`config.mk`:
```
export PLATFORM = sky130hd
export DESIGN_NAME = monbus_filter
export DESIGN_NICKNAME = d
export VERILOG_FILES = /design/src/verilog/monbus_pkg.sv /design/src/verilog/monbus_filter.sv
export SDC_FILE = /design/constraint.sdc
export NUM_CORES = 1
export LEC_CHECK = 0
export ABC_AREA = 1
export BUFFER_PORTS_ARGS = -buffer_cell sky130_fd_sc_hd__buf_2
export CAP_MARGIN = 40
export CORE_AREA = 10 10 86 73
export CTS_CLUSTER_DIAMETER = 150
export DETAILED_ROUTE_END_ITERATION = 8
export DIE_AREA = 0 0 96 83
export PLACE_DENSITY_LB_ADDON = 0.2
export SKIP_CTS_REPAIR_TIMING = 1
export SLEW_MARGIN = 20
export SYNTH_ARGS = -nofsm -noshare
export SYNTH_HDL_FRONTEND = slang
export SYNTH_SLANG_ARGS = --single-unit
export TNS_END_PERCENT = 5
```
`constraint.sdc`:
```
create_clock -name axi_aclk -period 4 [get_ports axi_aclk]
set_clock_uncertainty 0.05 [all_clocks]
set_input_delay 0.8 -clock axi_aclk [delete_from_list [all_inputs] [get_ports axi_aclk]]
set_output_delay 0.8 -clock axi_aclk [all_outputs]
set_load 0.01 [all_outputs]
```
`src/verilog/monbus_pkg.sv`:
```
// Packets are 64 bits with the type in bits 63 to 60 and type codes 6 through 15 reserved
`default_nettype none

package monbus_pkg;

        // ==============================
        // Packet geometry
        // ==============================

        // Width of one monitor bus event packet
        localparam int MONBUS_WIDTH = 64;

        // Event class field at the top of the packet
        localparam int PKT_TYPE_MSB = 63;
        localparam int PKT_TYPE_LSB = 60;

        // Saturating drop counter size
        localparam int DROP_COUNT_WIDTH = 16;

        // ==============================
        // Encodings
        // ==============================

        // Event classes carried in the type field
        // Codes above PKT_DEBUG are reserved
        typedef enum logic [3:0] {
                PKT_ERROR      = 4'h0,
                PKT_COMPLETION = 4'h1,
                PKT_TIMEOUT    = 4'h2,
                PKT_THRESHOLD  = 4'h3,
                PKT_PERF       = 4'h4,
                PKT_DEBUG      = 4'h5
        } monbus_pkt_type_e;

        // Round-robin arbiter FSM
        typedef enum logic {
                ARB_IDLE    = 1'b0,
                ARB_GRANTED = 1'b1
        } arb_state_e;

endpackage

`default_nettype wire

```
`src/verilog/monbus_filter.sv`:
```
// Combinational pass or drop with drop_mask indexed by type code and a counter that saturates
`timescale 1ns/100ps
`default_nettype none

module monbus_filter (
        input  logic                                    axi_aclk,
        input  logic                                    axi_aresetn,
        // One bit per type code, set to drop
        input  logic [15:0]                             drop_mask,
        // From the arbiter
        input  logic                                    arb_valid,
        output logic                                    arb_ready,
        input  logic [monbus_pkg::MONBUS_WIDTH-1:0]     arb_packet,
        // Toward the output buffer
        output logic                                    filt_valid,
        input  logic                                    filt_ready,
        output logic [monbus_pkg::MONBUS_WIDTH-1:0]     filt_packet,
        // Status
        output logic [monbus_pkg::DROP_COUNT_WIDTH-1:0] drop_count
);

        monbus_pkg::monbus_pkt_type_e pkt_type;
        logic                         masked;
        logic                         drop;

        // ==============================
        // Type decode
        // ==============================

        // Event class from the top nibble
        assign pkt_type = monbus_pkg::monbus_pkt_type_e'(
                arb_packet[monbus_pkg::PKT_TYPE_MSB:monbus_pkg::PKT_TYPE_LSB]);

        // Reserved codes follow the mask too
        assign masked = drop_mask[pkt_type];

        // ==============================
        // Forward or consume
        // ==============================

        // Masked packets are taken at once, others wait on downstream
        assign arb_ready = masked || filt_ready;

        // Forward path
        assign filt_valid  = arb_valid && !masked;
        assign filt_packet = arb_packet;

        // Drop happens on the same edge it is accepted
        assign drop = arb_valid && masked;

        // ==============================
        // Drop counter
        // ==============================

        always_ff @(posedge axi_aclk) begin
                if (axi_aresetn) begin
                        drop_count <= '0;
                end else if (drop && (drop_count != '1)) begin
                        // Stops at all ones
                        drop_count <= drop_count + 1'b1;
                end
        end

endmodule

`default_nettype wire

```
==> key figures <==
Outcome
  – Status: completed

Critical path
  – Critical path arrival: 1.96 ns
  – Reg-to-Reg Start: drop_count[0]
  – Crit-path slowest cell: or2_1
  – Worst setup SP type: primary input
  – Critical-path cell list: buf_2 -> nand2_1 -> nand3_1 -> nand3_2 -> nand3_2 -> nand2_4 -> or2_1 -> buf_2
  – Crit end category: output pin
  – CP Launch Point: arb_packet[60]
  – Max incr delay on CP: 0.26 ns
  – Worst-path fanout max: 25
  – Worst EP required: 3.15 ns
  – Worst Setup Path Type: primary input to output pin

Synthesis
  – Synth Cell Area: 0.001779 mm2
  – Mean Syn Cell Area: 6.332 um2
  – Largest cells by area after synthesis: buf_4, dfxtp_1, nand2_1
  – Post-synth EDFFs: 0
  – #FFs+latches synth: 16
  – Area share of the largest cell type after synthesis: 0.2700
  – Gate count after technology mapping: 281
  – Top_reg_cell synth: dfxtp_1
  – Yosys warns: 0
  – Cell with the most instances after synthesis: nand2_1
  – Synth Net Count: 366
  – Synth area leader: buf_4
  – Synth async-reset ratio: 0
  – Synth cell types: 25
  – Seq/Total Area, Yosys: 0.1800
  – Most frequent cells after synthesis: nand2_1, buf_4, inv_1, nor2_1, nand3_1

Worst hold path
  – Hold_sp: drop_count[1]
  – Min-delay worst type: flip-flop to flip-flop

CTS
  – CTS tree: built
  – Number of CTS-inserted buffers: 3
  – Clock root cell: clkbuf_8
  – Clock Latency Late Sink: 0.25 ns
  – Max H-tree Level: 1
  – Buffers from clock root to sink, at most: 2
  – CTS clk-pin slew, worst paths: 0.07 ns
  – Sink Count: 16

Placed design
  – Hpwl dp: 3341 um
  – Gpl congestion: 0.7817
  – I/O Buffers: 45

STA
  – Setup TNS: 0 ns
  – Final Hold Fails: 0
  – Worst Max-Slew Pin Slew: 0.4660 ns
  – Slew Viols, Final: 0
  – Post-route clock period utilization: 0.7028
  – Fmax: 355.7 MHz
  – RSZ-0062 raised after global routing: false
  – Final setup violation count: 0
  – Worst hold slack: 0.4440 ns
  – Period minus WS final: 2.811 ns
  – Slew headroom: 0.6893

Route
  – Drt via density: 4.601
  – WL met1: 1848 um
  – DRT iter0 DRCs: 84
  – Met2 WL: 1677 um
  – DR top layer: met4
  – Final WL: 4249 um
  – Avg WL per Cell: 13.36 um
  – Via count: 1,463
  – DRC violations left: 0
  – Met3 routed WL: 395 um
  – Drt first pass iters: 4
  – Final ANT Viol Nets: 0

Final layout
  – Fin util: 0.3517
  – Storage element area: 320.3 um2
  – Max FFs per register: 16
  – Top flop regs: drop_count: 16 flops
  – Final nets: 344
  – Diodes inserted: 0
  – Largest Register: drop_count
  – Synth-to-layout area growth: -10.76%
  – Share of cells above drive strength 1: 0.2248
  – Fillers: 529
  – Area of the multi-input gates: 753.2 um2

Floorplanning
  – DIE AREA: 0.007968 mm2
  – Core ar.: 0.004514 mm2
  – Die width: 96 um
  – Initial Utilization: 0.3941
  – Rows: 22
  – Die H: 83 um
  – IO Count: 166

Global routing
  – Vias in the first global route: 1,384
  – First-pass GRT wire length: 6789 um
  – Largest net degree at the start of global routing: 26
  – Gr usage total: 0.1018
  – GRT overflow: 0
  – Initial antenna violation count: 0

Pwr
  – Power per cell area: 241.8 mW/mm2
  – Total power: 0.0003839 W
  – Combinational Power Share: 0.184
  – Pleak: 0.8311 nW
  – Switch share: 0.2837
  – P_int: 0.0002750 W
  – Switching pwr: 0.0001089 W
  – Clock power frac: 0.388
  – Peak supply drop: 219.4 uV
  – Sequential Power Share: 0.428

Flow run
  – Number of max-cap violations: 0
-- layout by cell type, fill, tap and decap left out --
cell type / netlist / routed
nand2_1: 66 / 66
buf_2: 2 / 45
inv_1: 40 / 40
nor2_1: 25 / 25
nand3_1: 20 / 20
dfxtp_1: 16 / 16
nand4_1: 15 / 15
a21oi_1: 7 / 7
nand3_2: 4 / 4
xor2_1: 4 / 4
clkbuf_8: 0 / 4
xnor2_1: 2 / 2
inv_6: 1 / 1
nand2_4: 1 / 1
or2_1: 1 / 1
nor2_4: 1 / 1
nand4_2: 1 / 1
nand3_4: 1 / 1
o21ai_0: 1 / 1
and2_1: 1 / 1
nand3b_1: 1 / 1
ha_1: 1 / 1
-- metal layers --
metal / GRT usage / up-vias
met4: 0.07723 / 0
met3: 0.04406 / 40
met2: 0.1386 / 54
met5: 0 / -
li1: - / 757
met1: 0.1206 / 612
-- kinds of logic after synthesis --
group,count (synthesis),synth area share
AOI/OAI and AO/OA,8,0.02250
xor gates and xnor gates,6,0.02954
adders and majority gates,1,0.007031
buffers and inverters,113,0.3966
DFF,16,0.1800
and+or+nand+nor,137,0.3643
-- worst max-delay path, delay by kind of cell --
kind	cells	cell delay, ns
AND/OR/NAND/NOR	6	0.80
buffers and inverters	2	0.34
-- area by class of cell --
type / instances / share of cell area
clock buffer: 4 / 0.03467
sequential: 16 / 0.2017
timing repair buffer: 45 / 0.1418
inverter: 41 / 0.1001
multi-input combinational: 152 / 0.4744
tap: 60 / 0.04728
-- worst paths after layout --
| path | end | slack (ns) | cells past startpoint |
|---|---|---|---|
| min reg2reg | drop_count[1] | 0.44 | 2 |
| max reg2reg | drop_count[9] | 2.11 | 10 |
| min | drop_count[1] | 0.44 | 2 |
| max | arb_ready | 1.19 | 8 |
-- power by group through the flow --
| stage | Clock (W) | Combinational (W) | Sequential (W) |
|---|---|---|---|
| after detailed placement | 0 | 0.0000712 | 0.000168 |
| after global routing | 0.000157 | 0.0000794 | 0.000165 |
| final | 0.000149 | 0.0000708 | 0.000164 |
| after floorplan | 0 | 0.000115 | 0.000169 |
| after CTS | 0.000153 | 0.0000714 | 0.000164 |
| after global placement | 0 | 0.0000709 | 0.000168 |
-- per-stage QoR --
step | setup WS, ns | std cells | instance area (um2)
final | 1.189 | 318 | 1588
after global routing | 1.036 | 318 | 1588
after CTS | 1.191 | 318 | 1588
after detailed placement | 1.192 | 314 | 1533
after global placement | 1.210 | 314 | 1533
after floorplan | 1.436 | 281 | 1779
Power figures use the tool's default switching activity.
