--- src/verilog/monbus_pkg.sv ---
// Packets are 64 bits with the type in bits 63 to 60 and type codes 6 through 15 reserved
`default_nettype none

package monbus_pkg;

        // ==============================
        // Packet geometry
        // ==============================

        // Width of one monitor bus event packet
        localparam int MONBUS_WIDTH = 64;

        // Event class field at the top of the packet
        localparam int PKT_TYPE_MSB = 63;
        localparam int PKT_TYPE_LSB = 60;

        // Saturating drop counter size
        localparam int DROP_COUNT_WIDTH = 16;

        // ==============================
        // Encodings
        // ==============================

        // Event classes carried in the type field
        // Codes above PKT_DEBUG are reserved
        typedef enum logic [3:0] {
                PKT_ERROR      = 4'h0,
                PKT_COMPLETION = 4'h1,
                PKT_TIMEOUT    = 4'h2,
                PKT_THRESHOLD  = 4'h3,
                PKT_PERF       = 4'h4,
                PKT_DEBUG      = 4'h5
        } monbus_pkt_type_e;

        // Round-robin arbiter FSM
        typedef enum logic {
                ARB_IDLE    = 1'b0,
                ARB_GRANTED = 1'b1
        } arb_state_e;

endpackage

`default_nettype wire

--- src/verilog/monbus_skid_buffer.sv ---
// SKID_DEPTH must be 2, 4 or 8 and reset is synchronous and active while axi_aresetn is high
`timescale 1ns/100ps
`default_nettype none

module monbus_skid_buffer #(
        parameter int SKID_DEPTH = 2
) (
        input  logic                                axi_aclk,
        input  logic                                axi_aresetn,
        // Write side
        input  logic                                wr_valid,
        output logic                                wr_ready,
        input  logic [monbus_pkg::MONBUS_WIDTH-1:0] wr_data,
        // Read side
        output logic                                rd_valid,
        input  logic                                rd_ready,
        output logic [monbus_pkg::MONBUS_WIDTH-1:0] rd_data
);

        // Power-of-two depth so the pointers wrap on their own
        localparam int PTR_WIDTH = $clog2(SKID_DEPTH);
        localparam int CNT_WIDTH = $clog2(SKID_DEPTH + 1);

        logic [monbus_pkg::MONBUS_WIDTH-1:0] mem [SKID_DEPTH];
        logic [PTR_WIDTH-1:0]                wr_ptr;
        logic [PTR_WIDTH-1:0]                rd_ptr;
        logic [CNT_WIDTH-1:0]                count;
        logic                                active;
        logic                                full;
        logic                                do_write;
        logic                                do_read;

        // ==============================
        // Handshake
        // ==============================

        assign full = (count == CNT_WIDTH'(SKID_DEPTH));

        // Held low for the first cycle out of reset
        // A full buffer still takes a word when it drains one
        assign wr_ready = active && (!full || rd_ready);

        // Output comes from stored state only
        assign rd_valid = (count != '0);
        assign rd_data  = mem[rd_ptr];

        assign do_write = wr_valid && wr_ready;
        assign do_read  = rd_valid && rd_ready;

        // ==============================
        // Storage and pointers
        // ==============================

        always_ff @(posedge axi_aclk) begin
                if (do_write) begin
                        mem[wr_ptr] <= wr_data;
                end
        end

        always_ff @(posedge axi_aclk) begin
                if (axi_aresetn) begin
                        active <= 1'b0;
                        wr_ptr <= '0;
                        rd_ptr <= '0;
                        count  <= '0;
                end else begin
                        active <= 1'b1;
                        if (do_write) begin
                                wr_ptr <= wr_ptr + 1'b1;
                        end
                        if (do_read) begin
                                rd_ptr <= rd_ptr + 1'b1;
                        end
                        // Occupancy unchanged on simultaneous read and write
                        case ({do_write, do_read})
                                2'b10:   count <= count + 1'b1;
                                2'b01:   count <= count - 1'b1;
                                default: count <= count;
                        endcase
                end
        end

endmodule

`default_nettype wire

--- config.mk ---
export PLATFORM = sky130hd
export DESIGN_NAME = monbus_skid_buffer
export DESIGN_NICKNAME = d
export VERILOG_FILES = /design/src/verilog/monbus_pkg.sv /design/src/verilog/monbus_skid_buffer.sv
export SDC_FILE = /design/constraint.sdc
export NUM_CORES = 1
export LEC_CHECK = 0
export ABC_CLOCK_PERIOD_IN_PS = 6900
export BUFFER_PORTS_ARGS = -buffer_cell sky130_fd_sc_hd__buf_2
export CAP_MARGIN = 10
export CORE_ASPECT_RATIO = 1.4
export CORE_MARGIN = 3
export CORE_UTILIZATION = 52
export CTS_CLUSTER_DIAMETER = 60
export DETAILED_ROUTE_END_ITERATION = 16
export GPL_TIMING_DRIVEN = 0
export PLACE_DENSITY_LB_ADDON = 0.12
export SLEW_MARGIN = 0
export SYNTH_ARGS = -nofsm -noshare
export SYNTH_HDL_FRONTEND = slang
export SYNTH_SLANG_ARGS = --single-unit
--- constraint.sdc ---
create_clock -name axi_aclk -period 6.9 [get_ports axi_aclk]
set_clock_uncertainty 0.2 [all_clocks]
set_input_delay 1.725 -clock axi_aclk [delete_from_list [all_inputs] [get_ports axi_aclk]]
set_output_delay 1.725 -clock axi_aclk [all_outputs]
set_load 0.02 [all_outputs]
==> results.txt <==
Gates resized during post-CTS repair numbered 0. For this run, design rule violations remaining after detail routing come to 0. In this run, the number of DRC markers left after iteration 0 of detailed routing was 124. Measured along the y axis, the die boundary spans 120.4 µm. For the number of instances in the placed design, the log shows 471. For this design, the sink count on the clock tree is 134. In the post-synthesis netlist, the biggest area contributors are sky130_fd_sc_hd__edfxtp_1 (79%), sky130_fd_sc_hd__mux2_2 (15%), sky130_fd_sc_hd__dfxtp_1 (2.5%). The part of the power in registers came out at 41.0%.

Post-synthesis cell type with the largest combined area: sky130_fd_sc_hd__edfxtp_1. After synthesis, the mean cell area works out to 21.42 µm². The finished layout holds 502 standard cells, fillers aside.

Across the run, the number of max-cap violations was 0. The detailed router placed 2544 vias in this run. In this run the biggest area consumer among cell types represents 79.03% of the synthesized area. The wire length per cell is 16.69 µm. Once the clock tree was built, the setup fixing pass inserted 0 buffers. Sort of element at the end of the critical path: an output pin. In this run the static leakage power is 2.403 nW. Setup violations remaining at the end of the flow were counted as 0. The count of pins on the block boundary came out at 134. The internal portion of the total power is 0.001745 W. The initialized floorplan defines 41 standard-cell rows. For this run, the slowest stage of the critical path takes 380 ps. The run gives 2675 as the via count of the first global-routing pass.

For this run, the total global-route usage over all layers was measured as 17.13%. Dividing total power by cell area gives a power density of 366.4 nW/µm². Adding up every negative setup slack in the final design gives 0 ps. The diode insertion count for antenna repair is 0.

After synthesis, the netlist uses 18 different library cells. The tools report the smallest hold slack as 316.1 ps. Number of buffer and inverter instances along the worst setup path: 2. The logic gate share of total power was 20.7%.

The number of hold buffers added after CTS is 0, and the post-synth net total is 296. The tools report the maximum VDD drop as 0.2033 mV. The total of flip-flops plus latches after synthesis came out at 134. Broken down by cell family, the worst path's largest delay share belongs to simple AND/OR/NAND/NOR gates. The run gives 5589 µm as the detailed placer's ending HPWL.

The tools report the count of endpoints failing hold in the final timing report as 0. Path category of the worst min-delay check: flip-flop to flip-flop. STA classifies the critical path startpoint as an input port. From left edge to right edge, the die measures 87.74 µm. The maximum fanout encountered on the critical timing path is 2, and the sum of overflow across all layers after global routing is 0.

For this design the total switching power over the nets is 0.0005873 W. Portion of the post-synthesis area used by sequential elements: 81.50%. For the final core area utilization, the log shows 70.11%.

The most common cell type on the critical path is sky130_fd_sc_hd__buf_2. The first-pass GRT wire length was 12940 µm; the clock-pin slew reported for the worst setup and hold paths after clock tree synthesis was 50 ps. The startpoint-to-endpoint class of the critical path was input port to output pin. Summing all multi-input logic gate instances after layout gives 872.1 µm².

The run gives 400 ps as the clock latency on the worst-skew pair. The number of iterations in the first detailed-routing pass was 4. The count of buffers added on input and output ports is 133. The count of nets left with antenna violations once routing finished came out at 0. The clock network burns 38.4% of the power. The congestion estimate from routability-driven global placement came to 0.6710. The tools report the clock buffer count from CTS as 17.

The largest individual stage delay along the critical path comes from the cell sky130_fd_sc_hd__or3b_1. Subtracting the final worst setup slack from the clock period gives 4502 ps. Overall power consumption after layout is estimated at 0.002333 W. For the largest buffer count on any clock path, the log shows 2.

Core footprint: 9080 µm². The synthesized netlist occupies a cell area of 4863 µm². The run gives 0 as the initial antenna violation count.

The root buffer cell was sky130_fd_sc_hd__clkbuf_16. The run gives 3964 µm² as the area of all sequential standard cells. Net switching is 25.18% of the power. The net count of the finished layout is 452.

In the synthesized netlist, the number of instances is 227. The count of filler cells inserted in the layout is 647. The flow ran to the end, and the final reports show no timing, DRC or antenna violations.

The starting density of the core came out at 53.56%. The run gives 0 as the number of pins with negative max-slew slack in the final report. In this run the tightest slew margin relative to its limit is 48.49%. Walking the worst path, the cells encountered are buf_2 -> or3b_1 -> and2_2 -> buf_2.

For the pin with the worst max-slew slack, the measured transition is 770.8 ps. In the finished design, the share of the clock period the worst path needs comes to 65.25%. Dividing the detail-routed via count by the number of cells gives 5.068. Entering global routing, the biggest net connects 28 pins. For the worst setup path, the data arrival time is 2580 ps. Setup repair after global routing left no endpoint under its margin. CTS built an H-tree with a depth of 4. Relative to the synthesized area, the layout overhead comes to 30.90%. Floorplan die area: 10570 µm².

For this block, the routed nets add up to 8379 µm of wire. STA puts the critical path data required time at 4970 ps. The ratio of cells with drive above 1 in the final layout is 60.51%. The tools report the fmax as 222.1 MHz.

The count of warnings emitted by yosys is 0. TritonCTS built the clock tree.
power groups by stage:
| stage | combinational (W) | sequential, W | clock, W |
|---|---|---|---|
| 2_1_floorplan | 0.000335 | 0.000971 | 0 |
| 3_3_place_gp | 0.000476 | 0.000975 | 0 |
| 3_5_place_dp | 0.000489 | 0.000972 | 0 |
| 4_1_cts | 0.000492 | 0.000956 | 0.000915 |
| 5_1_grt | 0.000518 | 0.000960 | 0.000951 |
| 6_report | 0.000483 | 0.000955 | 0.000895 |
placed cells by master, fill, tap and decap left out:
cell / count
sky130_fd_sc_hd__buf_2: 140
sky130_fd_sc_hd__edfxtp_1: 128
sky130_fd_sc_hd__mux2_2: 64
sky130_fd_sc_hd__clkbuf_16: 17
sky130_fd_sc_hd__dfxtp_1: 6
sky130_fd_sc_hd__nor2_1: 5
sky130_fd_sc_hd__bufinv_16: 4
sky130_fd_sc_hd__clkinv_1: 4
sky130_fd_sc_hd__inv_1: 2
sky130_fd_sc_hd__nor2_4: 2
sky130_fd_sc_hd__xnor2_1: 2
sky130_fd_sc_hd__clkbuf_1: 2
sky130_fd_sc_hd__clkinv_2: 2
sky130_fd_sc_hd__clkinvlp_4: 2
sky130_fd_sc_hd__buf_16: 2
sky130_fd_sc_hd__buf_12: 2
sky130_fd_sc_hd__o21a_1: 1
sky130_fd_sc_hd__or3b_1: 1
sky130_fd_sc_hd__nand3_2: 1
sky130_fd_sc_hd__and2_2: 1
sky130_fd_sc_hd__or2_2: 1
sky130_fd_sc_hd__xor2_1: 1
sky130_fd_sc_hd__mux2_4: 1
sky130_fd_sc_hd__o21ai_0: 1
sky130_fd_sc_hd__or3_1: 1
sky130_fd_sc_hd__a21oi_1: 1
sky130_fd_sc_hd__ha_1: 1
worst reg2reg max path, stage by stage, from the launching register on:
cell	delay (ps)
sky130_fd_sc_hd__dfxtp_1	410
sky130_fd_sc_hd__or3b_1	180
sky130_fd_sc_hd__nand3_2	170
sky130_fd_sc_hd__nor2_4	630
sky130_fd_sc_hd__buf_12	280
sky130_fd_sc_hd__buf_16	180
cell usage after synthesis:
| cell type | number |
|---|---|
| sky130_fd_sc_hd__a21oi_1 | 1 |
| sky130_fd_sc_hd__and2_2 | 1 |
| sky130_fd_sc_hd__buf_2 | 7 |
| sky130_fd_sc_hd__dfxtp_1 | 6 |
| sky130_fd_sc_hd__edfxtp_1 | 128 |
| sky130_fd_sc_hd__ha_1 | 1 |
| sky130_fd_sc_hd__inv_1 | 2 |
| sky130_fd_sc_hd__mux2_2 | 64 |
| sky130_fd_sc_hd__mux2_4 | 1 |
| sky130_fd_sc_hd__nand3_2 | 1 |
| sky130_fd_sc_hd__nor2_1 | 7 |
| sky130_fd_sc_hd__o21a_1 | 1 |
| sky130_fd_sc_hd__o21ai_0 | 1 |
| sky130_fd_sc_hd__or2_2 | 1 |
| sky130_fd_sc_hd__or3_1 | 1 |
| sky130_fd_sc_hd__or3b_1 | 1 |
| sky130_fd_sc_hd__xnor2_1 | 2 |
| sky130_fd_sc_hd__xor2_1 | 1 |
flip-flops by register name, summed over array words and instances, names as in the netlist, named ones only:
name    cells
active      1
count       2
mem       128
rd_ptr      1
wr_ptr      1
cell families (layout without fill, tap and decap cells):
group | after synthesis | after routing | share of synthesized area [%]
AOI/OAI and AO/OA | 3 | 3 | 0.3600
xor gates and xnor gates | 3 | 3 | 0.5404
buffers and inverters | 9 | 177 | 0.8747
DFF | 134 | 134 | 81.50
and+or+nand+nor | 12 | 12 | 1.338
adders and majority gates | 1 | 1 | 0.2572
muxes | 65 | 65 | 15.13
per-stage QoR:
step | instance area [µm²] | setup slack, ps
4_1_cts | 6366 | 2396
3_3_place_gp | 5663 | -97.24
3_5_place_dp | 5773 | 2403
2_1_floorplan | 4863 | 1571
5_1_grt | 6366 | 2359
6_report | 6366 | 2398
routing by layer:
metal  up-vias  part of all wire (%)  global-route usage (%)
met5         -                     0                       0
met4         0                   1.2                   6.910
met3         7                   7.1                   7.635
met2        84                    54                   28.73
met1      1238                    38                   18.66
li1       1215                     -                       -
cell type report:
cell class                      count  share of cell area, %
Tap cell                          107                  2.103
Sequential cell                   134                  62.26
Clock inverter                     12                  2.516
Timing Repair Buffer              137                  11.95
Multi-Input combinational cell     84                  13.70
Inverter                            2                 0.1179
Clock buffer                       19                  6.800
Buffer                              7                 0.5503
final timing paths:
kind / from / slack (ps) / cells after the start / endpoint
setup / recovery: rd_ready / 2400 / 4 / wr_ready
hold / removal: rd_ptr / 320 / 2 / rd_ptr
setup reg to reg: count[0] / 4550 / 5 / mem[1][27]
hold reg to reg: rd_ptr / 320 / 2 / rd_ptr
(Power assumes the default switching activity.)
